==> config.mk <==
export PLATFORM = sky130hd
export DESIGN_NAME = mcd_host_glue
export DESIGN_NICKNAME = d
export VERILOG_FILES = /design/src/hdl/mcd_host_pkg.sv /design/src/hdl/strobe_stretch.sv /design/src/hdl/cd_interface.sv /design/src/hdl/region_select.sv /design/src/hdl/mcd_host_glue.sv
export SDC_FILE = /design/constraint.sdc
export NUM_CORES = 1
export LEC_CHECK = 0
export ABC_AREA = 0
export BUFFER_PORTS_ARGS = -buffer_cell sky130_fd_sc_hd__buf_2
export CAP_MARGIN = 20
export CORE_MARGIN = 2
export CORE_UTILIZATION = 48
export CTS_CLUSTER_SIZE = 25
export DETAILED_ROUTE_END_ITERATION = 10
export PLACE_DENSITY = 0.92
export SYNTH_ARGS = -nofsm -noshare
export SYNTH_HDL_FRONTEND = slang
export SYNTH_SLANG_ARGS = --single-unit
==> constraint.sdc <==
create_clock -name clk_sys -period 3.55 [get_ports clk_sys]
set_input_delay 0.71 -clock clk_sys [delete_from_list [all_inputs] [get_ports clk_sys]]
set_output_delay 0.71 -clock clk_sys [all_outputs]
set_load 0.005 [all_outputs]
==> src/hdl/mcd_host_pkg.sv <==
/*
 * Shared types and constants for the Mega-CD host glue.
 * Covers the drive link words, the CDC data word, the region encoding,
 * the host download indices, the keyboard codes and the header offsets.
 */
package mcd_host_pkg;

	////////////////////
	// Drive link types
	////////////////////

	// Status as seen by the CD core, dm sits just above the status word
	typedef struct packed {
		logic        dm;
		logic [39:0] stat;
	} cdd_status_t;

	typedef logic [39:0] cdd_command_t;
	typedef logic [15:0] cdc_word_t;

	// Bit 48 toggle, 47..40 pad, 39..0 payload
	typedef logic [48:0] cd_link_t;

	typedef enum logic [1:0] {
		JP = 2'd0,
		US = 2'd1,
		EU = 2'd2
	} region_t;

	////////////////////
	// Host download indices, compared on index bits 5..0
	////////////////////
	localparam logic [5:0] DL_BIOS_MAX = 6'd1;
	localparam logic [5:0] DL_CDC_DATA = 6'd2;
	localparam logic [5:0] DL_CDC_SUB  = 6'd3;
	localparam logic [5:0] DL_CART     = 6'd4;

	// Keyboard codes for the region override
	localparam logic [8:0] KEY_F1 = 9'h005;
	localparam logic [8:0] KEY_F2 = 9'h006;
	localparam logic [8:0] KEY_F3 = 9'h004;

	// Region byte in the cartridge header
	localparam logic [24:0] HDR_REGION_ADDR = 25'h1F0;

	localparam int HOLD_CYCLES_DEF = 8;

endpackage

==> src/hdl/strobe_stretch.sv <==
/*
 * Latches a payload on an event and holds a valid level afterwards.
 * The hold lasts HOLD_CYCLES cycles and restarts on every new event,
 * so a burst of events keeps the level up past the last one.
 */
`timescale 1ns/1ps

module strobe_stretch #(
	parameter type payload_t = logic,
	parameter int HOLD_CYCLES = 8
) (
	input  logic     clk_sys,
	input  logic     arst_n,
	input  logic     event_in,
	input  payload_t payload_in,
	output payload_t payload_out,
	output logic     hold
);

	localparam int CNT_W = $clog2(HOLD_CYCLES + 1);

	// Cycles left in the current hold window
	logic [CNT_W-1:0] cnt;

	always_ff @(posedge clk_sys or negedge arst_n) begin
		if (!arst_n) begin
			cnt         <= '0;
			payload_out <= '0;
		end else if (event_in) begin
			cnt         <= CNT_W'(HOLD_CYCLES);
			payload_out <= payload_in;
		end else if (cnt != '0) begin
			cnt <= cnt - 1'b1;
		end
	end

	// High from the event edge until the count runs out
	assign hold = (cnt != '0);

endmodule

==> src/hdl/cd_interface.sv <==
/*
 * CD drive mailbox and CDC data feeder.
 * Status words from the host are picked up on a toggle and announced by
 * a stretched receive pulse; commands go back on a rising send level.
 * Downloaded data words are held for the CDC with a steered write strobe.
 */
`timescale 1ns/1ps

module cd_interface #(
	parameter int HOLD_CYCLES = 8
) (
	input  logic                       clk_sys,
	input  logic                       arst_n,

	// Host side of the drive link
	input  mcd_host_pkg::cd_link_t     cd_out,
	output mcd_host_pkg::cd_link_t     cd_in,

	// CD core side of the drive link
	input  mcd_host_pkg::cdd_command_t cdd_comm,
	input  logic                       cdd_send,
	output mcd_host_pkg::cdd_status_t  cdd_stat,
	output logic                       cdd_rec,

	// Host download stream
	input  logic                       ioctl_download,
	input  logic [7:0]                 ioctl_index,
	input  logic                       ioctl_wr,
	input  mcd_host_pkg::cdc_word_t    ioctl_data,

	// CDC feed
	output mcd_host_pkg::cdc_word_t    cdc_data,
	output logic                       cdc_dat_wr,
	output logic                       cdc_sc_wr
);

	import mcd_host_pkg::*;

	logic        toggle_last;
	logic        stat_event;
	cdd_status_t status_in;
	logic        send_last;
	logic        send_rise;
	logic        cdc_hold;
	logic        dl_cdc_data;
	logic        dl_cdc_sub;

	////////////////////
	// Status receive
	////////////////////

	// Host marks a new status by flipping bit 48
	assign stat_event = (cd_out[48] != toggle_last);
	assign status_in  = {cd_out[40], cd_out[39:0]};

	always_ff @(posedge clk_sys or negedge arst_n) begin
		if (!arst_n) begin
			toggle_last <= 1'b1;
		end else begin
			toggle_last <= cd_out[48];
		end
	end

	strobe_stretch #(
		.payload_t   (cdd_status_t),
		.HOLD_CYCLES (HOLD_CYCLES)
	) status_stretch (
		.clk_sys     (clk_sys),
		.arst_n      (arst_n),
		.event_in    (stat_event),
		.payload_in  (status_in),
		.payload_out (cdd_stat),
		.hold        (cdd_rec)
	);

	////////////////////
	// Command send
	////////////////////
	assign send_rise = cdd_send & ~send_last;

	always_ff @(posedge clk_sys or negedge arst_n) begin
		if (!arst_n) begin
			send_last <= 1'b0;
			cd_in     <= '0;
		end else begin
			send_last <= cdd_send;
			// New command with a flipped toggle for the host
			if (send_rise) begin
				cd_in <= {~cd_in[48], 8'h00, cdd_comm};
			end
		end
	end

	////////////////////
	// CDC data feed
	////////////////////
	strobe_stretch #(
		.payload_t   (cdc_word_t),
		.HOLD_CYCLES (HOLD_CYCLES)
	) cdc_stretch (
		.clk_sys     (clk_sys),
		.arst_n      (arst_n),
		.event_in    (ioctl_wr),
		.payload_in  (ioctl_data),
		.payload_out (cdc_data),
		.hold        (cdc_hold)
	);

	// Steer by the live download index
	assign dl_cdc_data = ioctl_download & (ioctl_index[5:0] == DL_CDC_DATA);
	assign dl_cdc_sub  = ioctl_download & (ioctl_index[5:0] == DL_CDC_SUB);

	assign cdc_dat_wr = cdc_hold & dl_cdc_data;
	assign cdc_sc_wr  = cdc_hold & dl_cdc_sub;

endmodule

==> src/hdl/region_select.sv <==
/*
 * Console region selector.
 * Scans the cartridge header region byte during a ROM download and turns
 * the header-ready edges into a region request; F1, F2 and F3 override it.
 */
`timescale 1ns/1ps

module region_select (
	input  logic                  clk_sys,
	input  logic                  arst_n,
	input  logic                  ioctl_download,
	input  logic [7:0]            ioctl_index,
	input  logic                  ioctl_wr,
	input  logic [24:0]           ioctl_addr,
	input  logic [15:0]           ioctl_data,
	input  logic [10:0]           ps2_key,
	output mcd_host_pkg::region_t region_req,
	output logic                  region_set
);

	import mcd_host_pkg::*;

	logic       rom_download;
	logic       rom_dl_last;
	logic       rom_dl_rise;
	logic       rom_dl_fall;
	logic       hdr_write;
	logic       hdr_j;
	logic       hdr_u;
	logic       hdr_ready;
	logic       ready_last;
	logic       key_last;
	logic       key_event;
	logic       key_pressed;
	logic [8:0] key_code;

	// BIOS or cartridge image
	assign rom_download = ioctl_download &
		((ioctl_index[5:0] <= DL_BIOS_MAX) | (ioctl_index[5:0] == DL_CART));

	assign rom_dl_rise = rom_download & ~rom_dl_last;
	assign rom_dl_fall = ~rom_download & rom_dl_last;
	assign hdr_write   = ioctl_wr & rom_download & (ioctl_addr == HDR_REGION_ADDR);

	////////////////////
	// Header scan
	////////////////////
	always_ff @(posedge clk_sys or negedge arst_n) begin
		if (!arst_n) begin
			rom_dl_last <= 1'b0;
			hdr_j       <= 1'b0;
			hdr_u       <= 1'b0;
			hdr_ready   <= 1'b0;
		end else begin
			rom_dl_last <= rom_download;
			if (rom_dl_rise) begin
				hdr_j     <= 1'b0;
				hdr_u     <= 1'b0;
				hdr_ready <= 1'b0;
			end
			if (rom_dl_fall) begin
				hdr_ready <= 1'b0;
			end
			// A header write in the same cycle overrides the clears
			if (hdr_write) begin
				if (ioctl_data[7:0] == "J") begin
					hdr_j <= 1'b1;
				end else if (ioctl_data[7:0] == "U") begin
					hdr_u <= 1'b1;
				end
				hdr_ready <= 1'b1;
			end
		end
	end

	////////////////////
	// Region request
	////////////////////
	assign key_event   = (ps2_key[10] != key_last);
	assign key_pressed = ps2_key[9];
	assign key_code    = ps2_key[8:0];

	always_ff @(posedge clk_sys or negedge arst_n) begin
		if (!arst_n) begin
			key_last   <= 1'b0;
			ready_last <= 1'b0;
			region_req <= JP;
			region_set <= 1'b0;
		end else begin
			key_last   <= ps2_key[10];
			ready_last <= hdr_ready;

			if (key_event) begin
				case (key_code)
					KEY_F1: begin
						region_req <= JP;
						region_set <= key_pressed;
					end
					KEY_F2: begin
						region_req <= US;
						region_set <= key_pressed;
					end
					KEY_F3: begin
						region_req <= EU;
						region_set <= key_pressed;
					end
					default: ;
				endcase
			end

			// Header events come last so they beat a key in the same cycle
			if (hdr_ready & ~ready_last) begin
				region_set <= 1'b1;
				if (hdr_u) begin
					region_req <= US;
				end else if (hdr_j) begin
					region_req <= JP;
				end else begin
					region_req <= EU;
				end
			end
			if (~hdr_ready & ready_last) begin
				region_set <= 1'b0;
			end
		end
	end

endmodule

==> src/hdl/mcd_host_glue.sv <==
/*
 * Top level of the Mega-CD host glue.
 * Joins the drive mailbox with CDC feeder and the region selector,
 * both fed from the same host download stream.
 */
`timescale 1ns/1ps

module mcd_host_glue #(
	parameter int HOLD_CYCLES = mcd_host_pkg::HOLD_CYCLES_DEF
) (
	input  logic                       clk_sys,
	input  logic                       arst_n,

	// Drive link
	input  mcd_host_pkg::cd_link_t     cd_out,
	output mcd_host_pkg::cd_link_t     cd_in,
	input  mcd_host_pkg::cdd_command_t cdd_comm,
	input  logic                       cdd_send,
	output mcd_host_pkg::cdd_status_t  cdd_stat,
	output logic                       cdd_rec,

	// Host download and keyboard
	input  logic                       ioctl_download,
	input  logic [7:0]                 ioctl_index,
	input  logic                       ioctl_wr,
	input  logic [24:0]                ioctl_addr,
	input  mcd_host_pkg::cdc_word_t    ioctl_data,
	input  logic [10:0]                ps2_key,

	// CDC feed and region
	output mcd_host_pkg::cdc_word_t    cdc_data,
	output logic                       cdc_dat_wr,
	output logic                       cdc_sc_wr,
	output mcd_host_pkg::region_t      region_req,
	output logic                       region_set
);

	cd_interface #(
		.HOLD_CYCLES    (HOLD_CYCLES)
	) cd_interface_inst (
		.clk_sys        (clk_sys),
		.arst_n         (arst_n),
		.cd_out         (cd_out),
		.cd_in          (cd_in),
		.cdd_comm       (cdd_comm),
		.cdd_send       (cdd_send),
		.cdd_stat       (cdd_stat),
		.cdd_rec        (cdd_rec),
		.ioctl_download (ioctl_download),
		.ioctl_index    (ioctl_index),
		.ioctl_wr       (ioctl_wr),
		.ioctl_data     (ioctl_data),
		.cdc_data       (cdc_data),
		.cdc_dat_wr     (cdc_dat_wr),
		.cdc_sc_wr      (cdc_sc_wr)
	);

	region_select region_select_inst (
		.clk_sys        (clk_sys),
		.arst_n         (arst_n),
		.ioctl_download (ioctl_download),
		.ioctl_index    (ioctl_index),
		.ioctl_wr       (ioctl_wr),
		.ioctl_addr     (ioctl_addr),
		.ioctl_data     (ioctl_data),
		.ps2_key        (ps2_key),
		.region_req     (region_req),
		.region_set     (region_set)
	);

endmodule

==> metrics.md <==
| Metric | Value |
|---|---|
| Portion of the clock cycle consumed by the worst path in the final layout | `68.25%` |
| Max_cap viols | `0` |
| Gate power share | `18.1%` |
| DR vias | `3599` |
| Number of iterations in the first detailed-routing pass | `4` |
| Worst stage delay on the critical path | `0.37 ns` |
| Number of enable flip-flop cells after synthesis | `0` |
| Area growth, synth to finish | `40.45%` |
| Setup repair after global routing missed its margin | `no` |
| Final hold violation count | `0` |
| Leftover overflow at the end of global routing | `0` |
| Via count of the first global-routing pass | `4036` |
| CP Class | `flop to output port` |
| Setup crit end kind | `output port` |
| Number of buffers between clock root and the deepest sink | `2` |
| Final Skew | `0.007957 ns` |
| Vias per Instance | `4.957` |
| Pins over their slew limit | `0` |
| Power share of the sequential group | `42.4%` |
| Register area share after synthesis | `61.49%` |
| N_diodes | `0` |
| Cell count after synthesis | `322` |
| Worst-Skew Late Latency | `0.50 ns` |
| CTS H-Tree Depth | `4` |
| Post-place setup slack | `1.308 ns` |
| Internal power component | `2.874 mW` |
| Asr flop ratio synth | `100.0%` |
| Tot GR Track Use | `22.70%` |
| Normalized max-slew margin | `48.51%` |
| Critical path cell sequence | `inv_1, ha_1, nand2_1, nand4b_1, nor2_1, buf_2` |
| Hold Worst Slack | `0.2748 ns` |
| Ports placed on the boundary | `266` |
| CP max stage cell | `sky130_fd_sc_hd__dfrtp_1` |
| Wire length of the first global-routing pass | `19240 um` |
| Share of cells above drive strength 1 | `65.26%` |
| Part of the total power dissipated in the clock network | `39.5%` |
| Time the final worst path needs with I/O delays and setup | `2.423 ns` |
| Row Count | `36` |
| Antenna violations before repair | `0` |
| PostCTS Resize Cnt | `0` |
| DIE AREA | `0.01074 sq mm` |
| Worst vdd rail ir drop | `412.8 uV` |
| Clock tree from TritonCTS | `done` |
| Unique cell type count in the Yosys netlist | `41` |
| Reg clk slew, reported paths | `0.06 ns` |
| Number of synthesized register bits | `117` |
| Startpoint class of the critical path | `flop` |
| Worst Slack Setup Final | `1.127 ns` |
| Floorplan core area | `0.009684 sq mm` |
| Post-DR wirelength/cell | `16.34 um` |
| Ys Warns | `0` |
| Synth Flop Type | `sky130_fd_sc_hd__dfrtp_1` |
| Input/output buffers | `248` |
| Worst EP required | `2.84 ns` |
| Worst hold-check path type | `primary input to asynchronous set/reset pin` |
| Post-route setup TNS | `0 ns` |
| Hold buffers post-CTS | `0` |
| Iteration-0 DRC Markers | `108` |
| Max Clk Rate | `412.7 MHz` |
| Filler cell count in the final layout | `706` |
| Most common cell after layout, fill and taps aside | `sky130_fd_sc_hd__buf_2` |
| Power per unit of standard cell area | `587.3 mW/mm^2` |
| Net switching fraction of the power | `26.86%` |
| DRC violations left | `0` |
| Horizontal extent of the die | `103.6 um` |
| Height of the die | `103.6 um` |
| Post-Synthesis Mean Instance Area | `14.79 sq um` |
| Post-Synthesis Cell Area | `0.004763 sq mm` |
| Worst Path Max Fanout | `4` |
| ANT nets after route | `0` |
| Total leakage power | `3.277 nW` |
| Net switching power of the design | `1.055 mW` |
| Number of endpoints failing setup at the final stage | `0` |
| Measured slew at the worst slew-check pin | `0.7724 ns` |
| Final net count | `738` |
| Result of the run | `finished, final reports clean` |
| Effective utilization at floorplan | `49.19%` |
| Number of sinks driven by the clock tree | `117` |
| Commonest cells after routing, fill and taps aside | `sky130_fd_sc_hd__buf_2, sky130_fd_sc_hd__dfrtp_1, sky130_fd_sc_hd__mux2_2, sky130_fd_sc_hd__clkbuf_16, sky130_fd_sc_hd__inv_1` |
| Setup Fix Bufs, Post-CTS | `0` |
| Crit path arrival time | `1.71 ns` |
| HPWL after detailed placement | `8854 um` |
| Clock Tree Root | `sky130_fd_sc_hd__clkbuf_8` |
| Maximum number of pins on one net before global-route repair | `63` |
| Wirelength, routed | `11860 um` |
| Final weighted congestion in routability-driven placement | `0.8441` |
| Clock buffer count from CTS | `17` |
==> sequential cells by signal, indices dropped and copies added (netlist names) <==
| name | cells |
|---|---|
| region_select_inst.rom_dl_last | 1 |
| cd_interface_inst.cdc_stretch.payload_out | 16 |
| cd_interface_inst.cd_in | 41 |
| region_select_inst.region_set | 1 |
| region_select_inst.region_req | 2 |
| region_select_inst.hdr_j | 1 |
| cd_interface_inst.toggle_last | 1 |
| cd_interface_inst.cdc_stretch.cnt | 4 |
| cd_interface_inst.status_stretch.cnt | 4 |
| region_select_inst.key_last | 1 |
| region_select_inst.hdr_ready | 1 |
| region_select_inst.hdr_u | 1 |
| cd_interface_inst.send_last | 1 |
| region_select_inst.ready_last | 1 |
| cd_interface_inst.status_stretch.payload_out | 41 |
==> Yosys cell counts (all sizes together) (3+ instances only) <==
cell type,instances,area (sq um)
dfrtp,116,2903
mux2,99,1115
buf,17,112.6
inv,10,37.54
nor2,9,33.78
nand2,8,30.03
a21oi,6,30.03
nor3,6,30.03
ha,4,50.05
nor4,4,31.28
nor4b,4,65.07
xnor2,4,53.81
nand3,3,15.01
nand4b,3,26.28
==> power by group through the flow <==
stage	logic (mW)	registers (mW)	clock network (mW)
floorplan	0.351	1.68	0
global placement	0.673	1.66	0
detailed placement	0.713	1.68	0
CTS	0.719	1.67	1.58
global route	0.783	1.69	1.65
finish	0.712	1.67	1.55
==> cell families (layout without fill, tap and decap cells) <==
family | after synthesis | after routing | synth area share (%)
xor gates and xnor gates | 6 | 6 | 1.497
AOI/OAI and AO/OA | 16 | 16 | 2.338
muxes | 99 | 99 | 23.40
DFF | 117 | 117 | 61.49
other | 1 | 8 | 0.07873
and+or+nand+nor | 50 | 50 | 6.830
adders and majority gates | 4 | 4 | 1.051
buffers and inverters | 29 | 293 | 3.310
==> path summary, 6_finish.rpt <==
kind                                                                        from                                                           end  slack [ns]  depth (start not counted)
worst min register to register          region_select_inst.hdr_ready$_DFFE_PN0P_                       region_select_inst.ready_last$_DFF_PN0_        0.44                          0
max in group asynchronous                                                 arst_n  cd_interface_inst.status_stretch.payload_out[28]$_DFFE_PN0N_        2.47                          2
worst max-delay path            cd_interface_inst.cdc_stretch.cnt[0]$_DFFE_PN0P_                                                    cdc_dat_wr        1.13                          6
worst max register to register           cd_interface_inst.toggle_last$_DFF_PN1_  cd_interface_inst.status_stretch.payload_out[11]$_DFFE_PN0N_        1.86                          3
min in group clk_sys                                                    cdd_send                         cd_interface_inst.send_last$_DFF_PN0_        0.34                          1
worst min-delay path                                                      arst_n  cd_interface_inst.status_stretch.payload_out[18]$_DFFE_PN0N_        0.27                          1
==> layout make-up <==
type                    count  area [sq um]  area share, %
flip-flops and latches    117          2929          43.78
multi-input cells         183          1710          25.57
repair buffers            251          1299          19.41
clock buffers              18         417.9          6.246
well taps                 133         166.4          2.487
clock inverters            14         130.1          1.945
inverters                  10         37.54         0.5611
==> layer usage <==
metal / part of all wire, % / wire length, um / track usage (%) / up-vias
li1: - / - / - / 1644
met3: 7.1 / 841 / 7.930 / 22
met4: 1.8 / 217 / 8.977 / 0
met2: 56 / 6662 / 43.28 / 170
met1: 35 / 4140 / 22.24 / 1763
met5: 0 / 0 / 0 / -
==> worst max-delay path: cells and delay by family (launching register included) <==
kind | cells | cell delay, ns
flops | 1 | 0.37
simple gates | 3 | 0.42
fa+ha+maj | 1 | 0.25
buf+inv | 2 | 0.17
==> through the flow <==
| step | total power, mW | util, % | std cells | cell area, sq um |
|---|---|---|---|---|
| after CTS | 3.962 | 68.80 | 725 | 6663 |
| after global placement | 2.335 | 63.14 | 693 | 6115 |
| after floorplan | 2.033 | - | 329 | 4790 |
| after global routing | 4.119 | 69.08 | 726 | 6690 |
| after detailed placement | 2.394 | 63.14 | 693 | 6115 |
| final | 3.929 | 69.08 | 726 | 6690 |
Note: power is estimated with default switching activity, not from simulation.
